## src/verilog/tart_bus_pkg.sv

```systemverilog
package tart_bus_pkg;

   // -------------------------------------------------------------------------
   // 8-bit bus between the SPI slave and its peripherals
   // -------------------------------------------------------------------------
   localparam int BUS_DATA_W = 8;
   localparam int BUS_ADDR_W = 7;                  // cmd byte minus the write flag

   typedef logic [BUS_DATA_W-1:0] bus_data_t;
   typedef logic [BUS_ADDR_W-1:0] bus_addr_t;

   // address map
   localparam bus_addr_t AQ_BASE  = 7'h00;         // 0x00..0x07, decoded on bits 6:3
   localparam bus_addr_t RST_ADDR = 7'h0F;

   // acquisition registers, offset within the window
   localparam logic [2:0] AQ_REG_CTRL = 3'd0;      // en 4, debug 3, delay 2:0
   localparam logic [2:0] AQ_REG_DATA = 3'd1;      // sample byte stream
   localparam logic [2:0] AQ_REG_FILL = 3'd2;      // samples in the buffer

   // soft reset length
   localparam int RST_CYCLES = 4;
   localparam int RST_CNT_W  = $clog2(RST_CYCLES + 1);
   typedef logic [RST_CNT_W-1:0] rst_cnt_t;

endpackage

```

## src/verilog/tart_aq_pkg.sv

```systemverilog
package tart_aq_pkg;

   // -------------------------------------------------------------------------
   // capture path types and constants
   // -------------------------------------------------------------------------
   localparam int SAMPLE_W     = 24;               // one bit per antenna
   localparam int SAMPLE_BYTES = SAMPLE_W / 8;     // bytes per sample on the bus
   localparam int BUF_DEPTH    = 32;               // block buffer, samples
   localparam int TICK_PERIOD  = 6;                // fpga_clk cycles per sample

   typedef logic [SAMPLE_W-1:0]            sample_t;
   typedef logic [$clog2(BUF_DEPTH)-1:0]   buf_addr_t;
   typedef logic [$clog2(BUF_DEPTH):0]     fill_t;    // 0..BUF_DEPTH
   typedef logic [2:0]                     delay_t;   // sample phase in the tick

   // fill state machine
   typedef enum logic [1:0] {
      CAP_IDLE = 2'd0,                             // enable low
      CAP_FILL = 2'd1,                             // writing one sample per tick
      CAP_FULL = 2'd2                              // buffer done, wait for enable to drop
   } cap_state_t;

endpackage

```

## src/verilog/spi_slave.sv

```systemverilog
`timescale 1ns/1ps

module spi_slave
   import tart_bus_pkg::*;
(
   input  logic      fpga_clk,
   input  logic      b_rst,
   input  logic      sck_i,
   input  logic      ssel_i,
   input  logic      mosi_i,
   output logic      miso_o,
   input  bus_data_t status_i,
   output logic      cyc_o,
   output logic      stb_o,
   output logic      we_o,
   output bus_addr_t adr_o,
   output bus_data_t dat_o,
   input  logic      ack_i,
   input  bus_data_t dat_i
);

   logic [2:0] sck_q;                              // 2-flop sync plus edge stage
   logic [1:0] ssel_q;
   logic [1:0] mosi_q;
   logic       sck_rise, sck_fall;
   logic       active;                             // synchronised ssel low
   logic       byte_done;
   logic [2:0] bit_cnt;
   logic [6:0] rx_sr;
   bus_data_t  rx_byte;
   bus_data_t  tx_sr;
   bus_data_t  nxt_byte;                           // data for the following byte
   logic       cmd_phase;                          // next byte is the command
   logic       load_pend;                          // reload tx on the next fall
   logic       ack_slot;                           // cycle where ack is due

   assign sck_rise  = sck_q[1] & ~sck_q[2];
   assign sck_fall  = ~sck_q[1] & sck_q[2];
   assign active    = ~ssel_q[1];
   assign rx_byte   = {rx_sr, mosi_q[1]};
   assign byte_done = active & sck_rise & (bit_cnt == 3'd7);
   assign miso_o    = tx_sr[7];                    // msb first

   // -------------------------------------------------------------------------
   // pin synchronisers
   // -------------------------------------------------------------------------
   always_ff @(posedge fpga_clk) begin
      if (b_rst) begin
         sck_q  <= 3'b000;
         ssel_q <= 2'b11;
         mosi_q <= 2'b00;
      end else begin
         sck_q  <= {sck_q[1:0], sck_i};
         ssel_q <= {ssel_q[0], ssel_i};
         mosi_q <= {mosi_q[0], mosi_i};
      end
   end

   // -------------------------------------------------------------------------
   // framing and bus master
   // -------------------------------------------------------------------------
   always_ff @(posedge fpga_clk) begin
      if (b_rst) begin
         bit_cnt   <= 3'd0;
         cmd_phase <= 1'b1;
         load_pend <= 1'b0;
         ack_slot  <= 1'b0;
         cyc_o     <= 1'b0;
         stb_o     <= 1'b0;
         we_o      <= 1'b0;
         adr_o     <= '0;
         tx_sr     <= 8'hFF;                       // miso idles high
      end else begin
         stb_o    <= 1'b0;                         // single-cycle strobe
         ack_slot <= stb_o;
         if (!active) begin
            bit_cnt   <= 3'd0;
            cmd_phase <= 1'b1;
            load_pend <= 1'b0;
            cyc_o     <= 1'b0;
            tx_sr     <= status_i;                 // first byte out is status
         end else begin
            if (sck_rise) begin
               bit_cnt <= bit_cnt + 3'd1;
            end
            if (byte_done) begin
               load_pend <= 1'b1;
               if (cmd_phase) begin
                  cmd_phase <= 1'b0;
                  cyc_o     <= 1'b1;
                  we_o      <= rx_byte[7];
                  adr_o     <= rx_byte[6:0];
                  stb_o     <= ~rx_byte[7];        // prefetch first read byte
               end else begin
                  stb_o     <= 1'b1;               // one access per data byte
               end
            end
            if (sck_fall) begin
               if (load_pend) begin
                  tx_sr     <= nxt_byte;
                  load_pend <= 1'b0;
               end else begin
                  tx_sr     <= {tx_sr[6:0], 1'b1};
               end
            end
         end
      end
   end

   // shift register and data path
   always_ff @(posedge fpga_clk) begin
      if (active && sck_rise) begin
         rx_sr <= rx_byte[6:0];
      end
      if (byte_done && !cmd_phase) begin
         dat_o <= rx_byte;                         // write data for this access
      end
      if (byte_done) begin
         nxt_byte <= 8'hFF;
      end else if (ack_slot) begin
         nxt_byte <= ack_i ? dat_i : 8'hFF;        // no ack means no peripheral
      end
   end

   a_stb_single : assert property (@(posedge fpga_clk) disable iff (b_rst)
      stb_o |-> cyc_o ##1 !stb_o)
      else $error("spi_slave: stb not a single-cycle strobe inside cyc");

endmodule

```

## src/verilog/wb_reset.sv

```systemverilog
`timescale 1ns/1ps

module wb_reset
   import tart_bus_pkg::*;
(
   input  logic      fpga_clk,
   input  logic      b_rst,
   input  logic      stb_i,
   input  logic      we_i,
   input  bus_data_t dat_i,
   output logic      ack_o,
   output bus_data_t dat_o,
   output logic      soft_rst_o
);

   rst_cnt_t rst_cnt;                              // cycles of reset left
   logic     req;                                  // write with bit 0 seen
   logic     rst_busy;

   assign rst_busy   = rst_cnt != '0;
   assign soft_rst_o = b_rst | rst_busy;

   always_ff @(posedge fpga_clk) begin
      if (b_rst) begin
         ack_o   <= 1'b0;
         req     <= 1'b0;
         rst_cnt <= '0;
      end else begin
         ack_o <= stb_i;
         req   <= stb_i & we_i & dat_i[0];
         if (req) begin
            rst_cnt <= rst_cnt_t'(RST_CYCLES);     // starts after the ack cycle
         end else if (rst_busy) begin
            rst_cnt <= rst_cnt - 1'b1;
         end
      end
   end

   // read back the reset-active flag
   always_ff @(posedge fpga_clk) begin
      if (stb_i) begin
         dat_o <= {7'b0000000, rst_busy};
      end
   end

   a_ack_timing : assert property (@(posedge fpga_clk) disable iff (b_rst)
      stb_i |=> ack_o)
      else $error("wb_reset: ack did not follow stb");

   a_rst_len : assert property (@(posedge fpga_clk) disable iff (b_rst)
      req |=> soft_rst_o [*RST_CYCLES])
      else $error("wb_reset: soft reset shorter than RST_CYCLES");

endmodule

```

## src/verilog/tart_aquire.sv

```systemverilog
`timescale 1ns/1ps

module tart_aquire
   import tart_bus_pkg::*;
   import tart_aq_pkg::*;
(
   input  logic       fpga_clk,
   input  logic       rst_i,
   input  logic       stb_i,
   input  logic       we_i,
   input  logic [2:0] adr_i,
   input  bus_data_t  dat_i,
   output logic       ack_o,
   output bus_data_t  dat_o,
   output logic       aq_en_o,
   output logic       aq_debug_o,
   output delay_t     aq_delay_o,
   output logic       rd_next_o,
   input  sample_t    rd_data_i,
   input  fill_t      fill_i,
   input  logic       full_i
);

   logic [1:0] byte_sel;                           // 0 lsb, 1 mid, 2 msb
   logic       last_byte;
   logic       ctrl_wr;
   logic       data_rd;
   bus_data_t  rd_byte;

   assign ctrl_wr   = stb_i & we_i & (adr_i == AQ_REG_CTRL);
   assign data_rd   = stb_i & ~we_i & (adr_i == AQ_REG_DATA);
   assign last_byte = byte_sel == 2'(SAMPLE_BYTES - 1);

   always_comb begin
      case (byte_sel)
         2'd0:    rd_byte = rd_data_i[7:0];
         2'd1:    rd_byte = rd_data_i[15:8];
         default: rd_byte = rd_data_i[23:16];
      endcase
   end

   // -------------------------------------------------------------------------
   // control register and byte sequencing
   // -------------------------------------------------------------------------
   always_ff @(posedge fpga_clk) begin
      if (rst_i) begin
         ack_o      <= 1'b0;
         rd_next_o  <= 1'b0;
         aq_en_o    <= 1'b0;
         aq_debug_o <= 1'b0;
         aq_delay_o <= '0;
         byte_sel   <= 2'd0;
      end else begin
         ack_o     <= stb_i;                       // every register answers
         rd_next_o <= data_rd & last_byte;         // sample consumed
         if (ctrl_wr) begin
            aq_en_o    <= dat_i[4];
            aq_debug_o <= dat_i[3];
            aq_delay_o <= dat_i[2:0];
            byte_sel   <= 2'd0;                    // restart on lsb
         end else if (data_rd) begin
            byte_sel   <= last_byte ? 2'd0 : byte_sel + 2'd1;
         end
      end
   end

   // read data, valid in the ack cycle
   always_ff @(posedge fpga_clk) begin
      if (stb_i) begin
         case (adr_i)
            AQ_REG_CTRL: dat_o <= {full_i, 2'b00, aq_en_o, aq_debug_o, aq_delay_o};
            AQ_REG_DATA: dat_o <= rd_byte;
            AQ_REG_FILL: dat_o <= {2'b00, fill_i};
            default:     dat_o <= '0;              // unused offsets
         endcase
      end
   end

   a_rd_next_src : assert property (@(posedge fpga_clk) disable iff (rst_i)
      rd_next_o |-> $past(data_rd))
      else $error("tart_aquire: rd_next without a data read");

endmodule

```

## src/verilog/aq_capture.sv

```systemverilog
`timescale 1ns/1ps

module aq_capture
   import tart_aq_pkg::*;
(
   input  logic    fpga_clk,
   input  logic    rst_i,
   input  sample_t antenna_i,
   input  logic    aq_en_i,
   input  logic    aq_debug_i,
   input  delay_t  aq_delay_i,
   input  logic    rd_next_i,
   output sample_t rd_data_o,
   output fill_t   fill_o,
   output logic    full_o
);

   cap_state_t state;
   delay_t     tick_cnt;                           // 0..TICK_PERIOD-1
   delay_t     phase;
   logic       tick;
   logic       wr_en;
   sample_t    antenna_q;                          // io register
   sample_t    fake_q;                             // debug counter
   sample_t    wr_data;
   buf_addr_t  rd_ptr;
   sample_t    mem [BUF_DEPTH];

   // delays past the last count clamp to it
   assign phase   = (aq_delay_i > delay_t'(TICK_PERIOD - 1)) ?
                    delay_t'(TICK_PERIOD - 1) : aq_delay_i;
   assign tick    = tick_cnt == phase;
   assign wr_en   = (state == CAP_FILL) & tick;
   assign wr_data = aq_debug_i ? fake_q : antenna_q;
   assign full_o  = state == CAP_FULL;

   // -------------------------------------------------------------------------
   // tick counter and fill FSM
   // -------------------------------------------------------------------------
   always_ff @(posedge fpga_clk) begin
      if (rst_i) begin
         tick_cnt <= '0;
         state    <= CAP_IDLE;
         fill_o   <= '0;
         rd_ptr   <= '0;
         fake_q   <= '0;
      end else begin
         tick_cnt <= (tick_cnt == delay_t'(TICK_PERIOD - 1)) ? '0 : tick_cnt + 1'b1;
         if (rd_next_i) begin
            rd_ptr <= rd_ptr + 1'b1;               // wraps at BUF_DEPTH
         end
         if (!aq_en_i) begin
            state  <= CAP_IDLE;
            fake_q <= '0;
         end else begin
            case (state)
               CAP_IDLE: begin                     // enable just rose
                  state  <= CAP_FILL;
                  fill_o <= '0;
                  rd_ptr <= '0;
               end
               CAP_FILL: if (tick) begin
                  fake_q <= fake_q + 1'b1;
                  fill_o <= fill_o + 1'b1;
                  if (fill_o == fill_t'(BUF_DEPTH - 1)) begin
                     state <= CAP_FULL;
                  end
               end
               default: state <= CAP_FULL;         // hold until enable drops
            endcase
         end
      end
   end

   // block buffer
   always_ff @(posedge fpga_clk) begin
      antenna_q <= antenna_i;
      if (wr_en) begin
         mem[buf_addr_t'(fill_o)] <= wr_data;
      end
      rd_data_o <= mem[rd_ptr];
   end

   a_no_wr_full : assert property (@(posedge fpga_clk) disable iff (rst_i)
      full_o |-> fill_o == fill_t'(BUF_DEPTH))
      else $error("aq_capture: fill count not BUF_DEPTH while full");

endmodule

```

## src/verilog/tart_top.sv

```systemverilog
`timescale 1ns/1ps

module tart_top
   import tart_bus_pkg::*;
   import tart_aq_pkg::*;
(
   input  logic    fpga_clk,
   input  logic    b_rst,
   input  logic    spi_sck_i,
   input  logic    spi_ssel_i,
   input  logic    spi_mosi_i,
   output logic    spi_miso_o,
   input  sample_t antenna_i,
   output logic    led_o
);

   bus_data_t b_drx, b_dtx;                        // master out, master in
   bus_addr_t b_adr;
   logic      b_cyc, b_stb, b_we, b_ack;
   bus_data_t r_drx, a_drx;
   logic      r_stb, r_ack, r_sel;                 // reset handler
   logic      a_stb, a_ack, a_sel;                 // acquisition controller
   bus_data_t status;
   logic      soft_rst;
   logic      aq_en, aq_debug, rd_next, full;
   delay_t    aq_delay;
   sample_t   rd_data;
   fill_t     fill;

   // -------------------------------------------------------------------------
   // address decode and read return
   // -------------------------------------------------------------------------
   assign r_stb  = b_cyc & b_stb & (b_adr == RST_ADDR);
   assign a_stb  = b_cyc & b_stb & (b_adr[6:3] == AQ_BASE[6:3]);
   assign b_ack  = r_ack | a_ack;
   assign b_dtx  = r_sel ? r_drx : (a_sel ? a_drx : 8'hFF);
   assign status = {1'b1, full, aq_en, 5'b00000};
   assign led_o  = full;                           // data ready to read

   // keep the select from stb until ack
   always_ff @(posedge fpga_clk) begin
      if (b_rst) begin
         r_sel <= 1'b0;
         a_sel <= 1'b0;
      end else begin
         r_sel <= r_sel ? (!r_ack || r_stb) : r_stb;
         a_sel <= a_sel ? (!a_ack || a_stb) : a_stb;
      end
   end

   spi_slave u_spi (
      .fpga_clk (fpga_clk),   .b_rst  (b_rst),
      .sck_i    (spi_sck_i),  .ssel_i (spi_ssel_i), .mosi_i (spi_mosi_i),
      .miso_o   (spi_miso_o), .status_i (status),
      .cyc_o    (b_cyc),      .stb_o  (b_stb),      .we_o   (b_we),
      .adr_o    (b_adr),      .dat_o  (b_drx),
      .ack_i    (b_ack),      .dat_i  (b_dtx)
   );

   wb_reset u_rst (
      .fpga_clk (fpga_clk), .b_rst (b_rst),
      .stb_i    (r_stb),    .we_i  (b_we),  .dat_i (b_drx),
      .ack_o    (r_ack),    .dat_o (r_drx), .soft_rst_o (soft_rst)
   );

   tart_aquire u_aq (
      .fpga_clk   (fpga_clk), .rst_i    (soft_rst),
      .stb_i      (a_stb),    .we_i     (b_we),     .adr_i (b_adr[2:0]),
      .dat_i      (b_drx),    .ack_o    (a_ack),    .dat_o (a_drx),
      .aq_en_o    (aq_en),    .aq_debug_o (aq_debug), .aq_delay_o (aq_delay),
      .rd_next_o  (rd_next),  .rd_data_i  (rd_data),
      .fill_i     (fill),     .full_i     (full)
   );

   aq_capture u_cap (
      .fpga_clk   (fpga_clk), .rst_i      (soft_rst), .antenna_i (antenna_i),
      .aq_en_i    (aq_en),    .aq_debug_i (aq_debug), .aq_delay_i (aq_delay),
      .rd_next_i  (rd_next),  .rd_data_o  (rd_data),
      .fill_o     (fill),     .full_o     (full)
   );

endmodule

```

## config.mk

```make
export PLATFORM = sky130hd
export DESIGN_NAME = tart_top
export DESIGN_NICKNAME = d
export VERILOG_FILES = /design/src/verilog/tart_bus_pkg.sv /design/src/verilog/tart_aq_pkg.sv /design/src/verilog/spi_slave.sv /design/src/verilog/wb_reset.sv /design/src/verilog/tart_aquire.sv /design/src/verilog/aq_capture.sv /design/src/verilog/tart_top.sv
export SDC_FILE = /design/constraint.sdc
export NUM_CORES = 1
export LEC_CHECK = 0
export BUFFER_PORTS_ARGS = -buffer_cell sky130_fd_sc_hd__buf_2
export CAP_MARGIN = 20
export CORE_UTILIZATION = 45
export DETAILED_ROUTE_END_ITERATION = 10
export PLACE_DENSITY = 0.6
export SLEW_MARGIN = 20
export SYNTH_ARGS = -nofsm -noshare
export SYNTH_HDL_FRONTEND = slang
export SYNTH_HIERARCHICAL = 1
export SYNTH_SLANG_ARGS = --single-unit
```

## constraint.sdc

```tcl
create_clock -name fpga_clk -period 6.5 [get_ports fpga_clk]
set_input_delay 0.325 -clock fpga_clk [delete_from_list [all_inputs] [get_ports fpga_clk]]
set_output_delay 0.325 -clock fpga_clk [all_outputs]
set_load 0.01 [all_outputs]
```

; Word level (Yosys, flattened, before mapping)
; Memories as Yosys holds them, arrays and structs flattened. A register that Yosys moved wholly into a read port is not among the register bits.
; Cells that the tools add are included.
[op_classes]
n_addsub = 7
n_lt_le_gt_ge = 1
eq_ne = 13
n_mux = 29
bitwise = 24
n_reduce_logical = 26
[ops]
columns = cell, n
row1 = $mux 8, 4
row2 = $add 24x1->24 const B, 1
row3 = $mux 24, 1
row4 = $pmux 8 s3, 1
row5 = $pmux 8 s2, 1
row6 = $and 1x1->1, 15
row7 = $mux 5, 3
row8 = $mux 7, 2
row9 = $pmux 6 s2, 1
row10 = $reduce_or 2->1, 5
row11 = $mux 3, 3
row12 = $mux 1, 8
row13 = $eq 7x4->1 const B, 1
row14 = $not 1->1, 7
row15 = $add 3x1->3 const B, 2
row16 = $add 6x1->6 const B, 1
row17 = $eq 3x3->1 const B, 2
row18 = $eq 6x5->1 const B, 1
row19 = $mux 2, 3
row20 = $mux 6, 1
row21 = $reduce_and 2->1, 3
row22 = $reduce_and 3->1, 2
row23 = $reduce_bool 2->1, 3
row24 = $add 5x1->5 const B, 1
row25 = other kinds (20), 28
[totals]
register_bits = 140
ramBits = 768
out_inout_bits = 2
n_memories = 1
[mem_list]
columns = name, depth, width, rd, rd_ports_with_merged_regs, wr, line_no
row1 = u_cap.mem, 32, 24, 1, 1, 1, aq_capture.sv:27  ; sample_t mem [BUF_DEPTH];

; Logic depth before layout (Yosys ltp)
; Gate-level depths: netlist (run 1).
[logic_depth]
ltp_word = 7
depth_mapped = 8

; Modules after synthesis
; Netlist (run 1), hierarchy kept.
[by_module_without_submodules]
columns = mod, instances, cells_each, area_each_um2, seq_area_each_um2
row1 = aq_capture, 1, 1446, 32411.1, 24823.8
row2 = spi_slave, 1, 172, 2109.5, 1231.2
row3 = tart_aquire, 1, 88, 973.4, 420.4
row4 = wb_reset, 1, 32, 316.6, 130.1
row5 = tart_top, 1, 40, 237.7, 40.0

; Worst setup path before layout (run 1)
; No wires, ideal clock.
[synth_path]
path_type = register -> register
start = register u_cap.tick_cnt[0]
end = memory u_cap/mem[30][0] (netlist name), enable pin
arrival_time_ns = 2.640
t_required_ns = 6.095
setup_slack_ns = 3.456
stages_incl_launch_ff = 7
cell_sequence = dfxtp_1 -> xor2_1 -> or4_1 -> clkbuf_1 -> a21boi_2 -> nand2_1 -> nor2_1
[synth_via]
elab_chain_len = 4
[synth_rtl]
columns = item, line_no
row1 = "start, declared", aq_capture.sv:19  ; delay_t tick_cnt;
row2 = "start signal, assigned", aq_capture.sv:48  ; tick_cnt <= (tick_cnt == delay_t'(TICK_PERIOD - 1)) ? '0 : tick_cnt + 1'b1;
row3 = $eq 3x3->1, aq_capture.sv:32  ; assign tick = tick_cnt == phase;
row4 = $and 1x1->1, aq_capture.sv:33  ; assign wr_en = (state == CAP_FILL) & tick;
row5 = $mux 1, aq_capture.sv:78  ; if (wr_en) begin
row6 = $mux 1 (not written as such), aq_capture.sv:79  ; mem[buf_addr_t'(fill_o)] <= wr_data;
row7 = "end, declared", aq_capture.sv:27
; No other way between the ends.

; Final worst setup path (run 1)
[layout_path]
start = register u_cap.tick_cnt[0]
end = memory u_cap/mem[13][4] (netlist name), enable pin
; Same word-level chain as after synthesis.

==> summary.md, run 1 <==
| Metric | Value |
|---|---|
| Run status | finished, final reports clean |
| Hold Violations, Final | 0 |
| Max Root-Sink Buffers | 3 |
| Vias in the first global route | 17400 |
| DRC Markers | 0 |
| Initial antenna violation count | 6 |
| Critical path launch point type | flop |
| Average size of a mapped cell | 20.3 µm² |
| Max frequency | 273 MHz |
| Max FO, Critical Path | 24 |
| R2R depth | 5 |
| Grt ovf | 0 |
| Hold endpoint | u_spi/ack_slot$_SDFF_PP0_ |
| Final net count | 1893 |
| Hold Crit Class | input port to flop |
| First-pass GRT wire length | between 100 and 150 mm |
| DR vias/cell | just under 6 |
| Postcts setup bufs | 0 |
| Crit Reg-Reg Endpoint | u_cap/mem[13][4]$_DFFE_PP_ |
| DRT iter0 DRCs | 2018 |
| Endpoint class of the critical path | flop |
| Reg-to-Reg Start | u_cap/tick_cnt[0]$_SDFF_PP0_ |
| Critical path type | flop to flop |
| WL final | 85.1 mm |
| Number of H-tree levels | 3 |
| Largest net degree at the start of global routing | about 110 |
| Io pins | 31 |
| Setup Skew | between 20 and 30 ps |
| Antenna Cells | 0 |
| Fraction of layout cells with a size suffix above 1 | 0.284 |
| Die Span X | 285 µm |
| CP required | slightly below 7000 ps |
| Gpl congestion | approximately 0.8 |
| Final worst setup slack | between 2000 and 3000 ps |
| Relative slew slack | 0.225 |
| Hold Startpoint | b_rst |
| Final ANT Viol Nets | 0 |
| Cell area after synthesis | between 0.03 and 0.04 mm² |
| Max cap viols | 0 |
| Worst-path clk slew | approximately 60 ps |
| Min Clock Period, post-route | roughly 3700 ps |
| Final Slew Violations | 0 |
| Pleak | around 12 nW |
| Area growth, synth to finish | 13.0% |
| Fill count | 6200 |
| Final HPWL DP | ~51 mm |
| Wire length per cell | around 29 µm |
| Die Ht | 285 µm |
| Root buffer cell | clkbuf_16 |
| Drt pass-1 iters | 5 |
| Slew @ Worst Pin | between 1000 and 1500 ps |
| FP Rows | 103 |
| Place WS | 2860 ps |
| DR vias | 17400 |
| Die area | 0.0810 mm² |
| Final setup TNS | 0 ps |
| CTS Sinks | 932 |
| TritonCTS clock tree | done |
| CTS Buf Count | 94 |
| # port buffers | 30 |
| Final Setup Violations | 0 |
| Cell count after synthesis | ~1800 |
| Initial Util | 0.455 |
| Fin crit share | 0.563 |
| Reg2Reg Setup Slack | around 2800 ps |
| Worst-Skew Late Latency | about 650 ps |
| Number of synthesis warnings | 6 |
| Power Density | 297 mW/mm² |
| GRT Overall Usage | 0.215 |
| Unrepaired setup endpoints after global routing | no |
| CORE AREA | 0.0790 mm² |
| Peak supply drop | about 230 µV |
| Data arrival, critical path | ~3900 ps |
| Worst hold stages | 2 |
-- state kept, by name, summed over array words and instances, names as in the netlist, 2 cells and up --
signal and flops:
u_cap/mem 768, u_cap/antenna_q 24, u_cap/fake_q 24, u_cap/rd_data_o 24
u_aq/dat_o 8, u_spi/nxt_byte 8, u_spi/tx_sr 8, u_spi/adr_o 7
u_spi/rx_sr 7, u_cap/fill_o 6, u_cap/rd_ptr 5, u_spi/dat_o 5
u_aq/aq_delay_o 3, u_cap/tick_cnt 3, u_rst/rst_cnt 3, u_spi/bit_cnt 3
u_spi/sck_q 3, u_aq/byte_sel 2, u_cap/state 2, u_spi/mosi_q 2
u_spi/ssel_q 2
-- placed cells by master (no fill, tap or decap), types with 25 or more instances in the layout --
cell / n
nand2b_1: 31
mux4_2: 240
nor2_4: 32
clkbuf_16: 94
dlygate4sd3_1: 27
inv_1: 25
edfxtp_1: 789
mux2_2: 62
nor2_1: 39
buf_2: 30
a21oi_1: 29
nand2_1: 37
mux2i_1: 37
dfxtp_1: 138
-- metrics by stage --
stage	total power (W)	hold WS [ps]	instance area [µm²]	std cells	utilization
finish	0.0121	274	40600	2977	0.514
global route	0.0124	293	40600	2977	0.514
CTS	0.0122	240	40600	2977	0.514
detailed placement	0.00694	403	37300	2778	0.473
global placement	0.00692	406	37300	2778	0.473
floorplan	0.00681	353	36000	1785	-
-- final cells by class --
cell class	instances	area, µm²	area share
clock buffer	114	2460	0.0605
clock inverter	58	553	0.0136
inverter	27	101	0.00249
multi-input combinational	729	9090	0.224
sequential	932	26600	0.654
tap	1050	1310	0.0323
timing repair buffer	67	533	0.0131
-- worst max-delay path: stages (launching register included) --
cell and delay, ps:
dfxtp_1 360, or3_1 430, a211o_1 390, a21boi_2 360
nand2_1 750, nor2_4 960
-- what timing repair did --
item,CTS,global route
gates resized for setup,0,0
hold buffers,27,0
hold endpoints to repair,27,0
-- report_power, final --
part	leakage (nW)	switching [W]	internal, W
Clock	1.47	0.00227	0.00296
Combinational	2.45	0.000225	0.0000836
Sequential	8.25	0.0000184	0.00650
-- metal layers --
layer	routed length (µm)	share of wire	vias up	track usage
met1	37100	0.44	9285	0.324
met3	7210	0.085	95	0.0434
met4	1460	0.017	0	0.0464
li1	-	-	7392	-
met5	0	0	-	0
met2	39300	0.46	647	0.323
-- how the worst max path moves through the flow --
stage	startpoint	endpoint	slack (ps)	depth (start not counted)
after floorplan	u_cap/tick_cnt[0]$_SDFF_PP0_	u_cap/mem[30][0]$_DFFE_PP_	3460	6
after global placement	u_cap/tick_cnt[0]$_SDFF_PP0_	u_cap/mem[13][3]$_DFFE_PP_	2960	5
after detailed placement	u_cap/tick_cnt[0]$_SDFF_PP0_	u_cap/mem[9][5]$_DFFE_PP_	2860	5
after CTS	u_cap/tick_cnt[0]$_SDFF_PP0_	u_cap/mem[9][5]$_DFFE_PP_	2840	5
after global routing	u_cap/tick_cnt[0]$_SDFF_PP0_	u_cap/mem[1][17]$_DFFE_PP_	2700	5
final	u_cap/tick_cnt[0]$_SDFF_PP0_	u_cap/mem[13][4]$_DFFE_PP_	2840	5
(Power assumes the default switching activity.)
==> inputs of run 2 (changes only) <==
Settings changed: PLACE_DENSITY 0.6 to 0.62.
Clock period 6.5 ns to 3.35 ns, I/O delays scaled along.
==> run 2 against run 1 <==
Net effect:
- via count up 0.17%
- highest routed layer is now met5
- critical path depth is 2 higher
- maximum frequency up 21%
- wire length is 4.9% lower
- sequential share of layout area decreased by 1.9 points
- cell area up 3.0%
- largest power group unchanged
- worst setup slack lost 2500 ps
- first-iteration DRC count shrank 22%
- die area unchanged
- global-route usage fell by 1.1 points
- non-clock buffer count increased by 59
==> summary.md, run 2 (synthesis results as in run 1) <==
| Metric | Value |
|---|---|
| Place WS | 401 ps |
| Max reg flops | between 700 and 800 |
| TritonCTS clock tree | done |
| Final HPWL DP | slightly below 50 mm |
| WL final | 80.9 mm |
| Pleak | between 10 and 15 nW |
| Critical path launch point type | flop |
| Die Ht | about 280 µm |
| Cell Area, Placed | approximately 0.038 mm² |
| DR vias/cell | about 5.7 |
| Number of H-tree levels | 3 |
| Fin crit share | 0.901 |
| Reg with most FFs | u_cap/mem |
| Crit path cell chain | xor2_1 -> or4_1 -> a21boi_2 -> nand2_1 -> buf_4 -> nor2_4 -> buf_4 |
| Die Span X | roughly 280 µm |
| Min Clock Period, post-route | ~3000 ps |
| Root buffer cell | clkbuf_16 |
| Gpl congestion | around 0.78 |
| Commonest non-fill, non-tap cell in the layout | edfxtp_1 |
| # port buffers | 30 |
| Wire length per cell | 26.6 µm |
| Total design power | between 0.02 and 0.025 W |
| Final Setup Violations | 0 |
| Max FO, Critical Path | 14 |
| DR vias | 17400 |
| Initial antenna violation count | 3 |
| Die area | 0.0810 mm² |
| Top delay family on crit path | simple AND/OR/NAND/NOR gates |
| Unrepaired setup endpoints after global routing | no |
| Final setup TNS | 0 ps |
| Design area | 0.0419 mm² |
| Drt pass-1 iters | 5 |
| Endpoint class of the critical path | flop |
| Worst-Skew Late Latency | roughly 640 ps |
| DRT iter0 DRCs | 1578 |
| Data arrival, critical path | roughly 3300 ps |
| Power Density | 583 mW/mm² |
| Area growth, synth to finish | 16.4% |
| Max frequency | ~330 MHz |
| Hold Crit Class | input port to flop |
| CORE AREA | between 0.07 and 0.08 mm² |
| GRT Overall Usage | 0.203 |
| CP most frequent cell | buf_4 |
| Largest net degree at the start of global routing | 60 |
| Run status | finished, final reports clean |
| Final ANT Viol Nets | 0 |
| CP required | 3660 ps |
| Peak supply drop | 460 µV |
| CTS Buf Count | slightly above 90 |
| First-pass GRT wire length | about 120 mm |
| Slew @ Worst Pin | ~1100 ps |
| Final Slew Violations | 0 |
| Fraction of layout cells with a size suffix above 1 | 0.309 |
| Slowest cell on the critical path | or4_1 |
| Critical path type | flop to flop |
| Max Root-Sink Buffers | 3 |
| Worst-path clk slew | approximately 60 ps |
| FP Rows | approximately 100 |
| Io pins | 31 |
| Relative slew slack | 0.278 |
| Vias in the first global route | 17800 |
| Grt ovf | 0 |
| Initial Util | 0.455 |
| Critical Path Max Stage Delay | 630 ps |
| Hold Violations, Final | 0 |
| Critical path buffers and inverters | 2 |
| Post-cts resize count | 0 |
| Commonest cells after routing, fill and taps aside | edfxtp_1, mux4_2, dfxtp_1, clkbuf_16, mux2_2 |
| DRC Markers | 0 |
| Setup Skew | ~27 ps |
| Final worst setup slack | about 330 ps |
| Antenna Cells | 0 |
| Max cap viols | 0 |
| CTS Sinks | a little over 900 |
| Final net count | a little under 2000 |
run 2: cell count changes in the layout (fill, tap and decap cells not counted), moves of 2 or more:
cell	previous run	this run
clkinv_2	20	13
clkinv_16	2	0
clkbuf_16	94	97
bufinv_16	6	16
buf_4	7	31
clkbuf_8	3	17
buf_12	3	38
clkinv_8	4	2
clkbuf_1	17	24
clkinvlp_4	4	2
clkinv_1	17	4
run 2: metrics by stage:
stage | hold WS (ps) | cells | util
finish | 112 | 3040 | 0.530
detailed placement | 271 | 2837 | 0.484
global route | 118 | 3040 | 0.530
global placement | 270 | 2837 | 0.484
floorplan | 195 | 1785 | -
CTS | 80.0 | 3040 | 0.530
run 2: worst paths after layout:
kind / startpoint / end / slack, ps / depth (start not counted)
max reg2reg: u_cap/tick_cnt[0]$_SDFF_PP0_ / u_cap/mem[13][1]$_DFFE_PP_ / 330 / 7
max: u_cap/tick_cnt[0]$_SDFF_PP0_ / u_cap/mem[13][1]$_DFFE_PP_ / 330 / 7
min: b_rst / u_cap/fill_o[1]$_SDFFE_PP0P_ / 110 / 4
min reg2reg: u_spi/ssel_q[0]$_SDFF_PP1_ / u_spi/ssel_q[1]$_SDFF_PP1_ / 420 / 1
run 2: power breakdown:
group	leakage, nW	internal, W	switching [W]	total [W]
Sequential	8.25	0.0126	0.0000366	0.0126
Combinational	2.86	0.000166	0.000379	0.000545
Clock	1.65	0.00692	0.00431	0.0112
run 2: worst min-delay path: stages:
cell and delay [ps]:
buf_2 130, or2b_1 120, buf_4 220, a21oi_1 60
run 2: per-layer routing:
layer,track usage,share of wire,vias to the layer above
met5,0,0.00030,-
met4,0.0565,0.021,4
met3,0.0342,0.055,116
met2,0.333,0.50,541
met1,0.282,0.43,9294
li1,-,-,7493
run 2: final cells by class:
type	count	area (µm²)
clock buffer	138	2750
clock inverter	38	617
fill	6046	37100
inverter	27	101
multi-input combinational	729	9090
sequential	932	26600
tap	1050	1310
timing repair buffer	126	1410
run 2: repair_timing:
item | in CTS | in global routing
hold buffers | 27 | 0
setup buffers | 0 | 0
hold endpoints to repair | 27 | 0
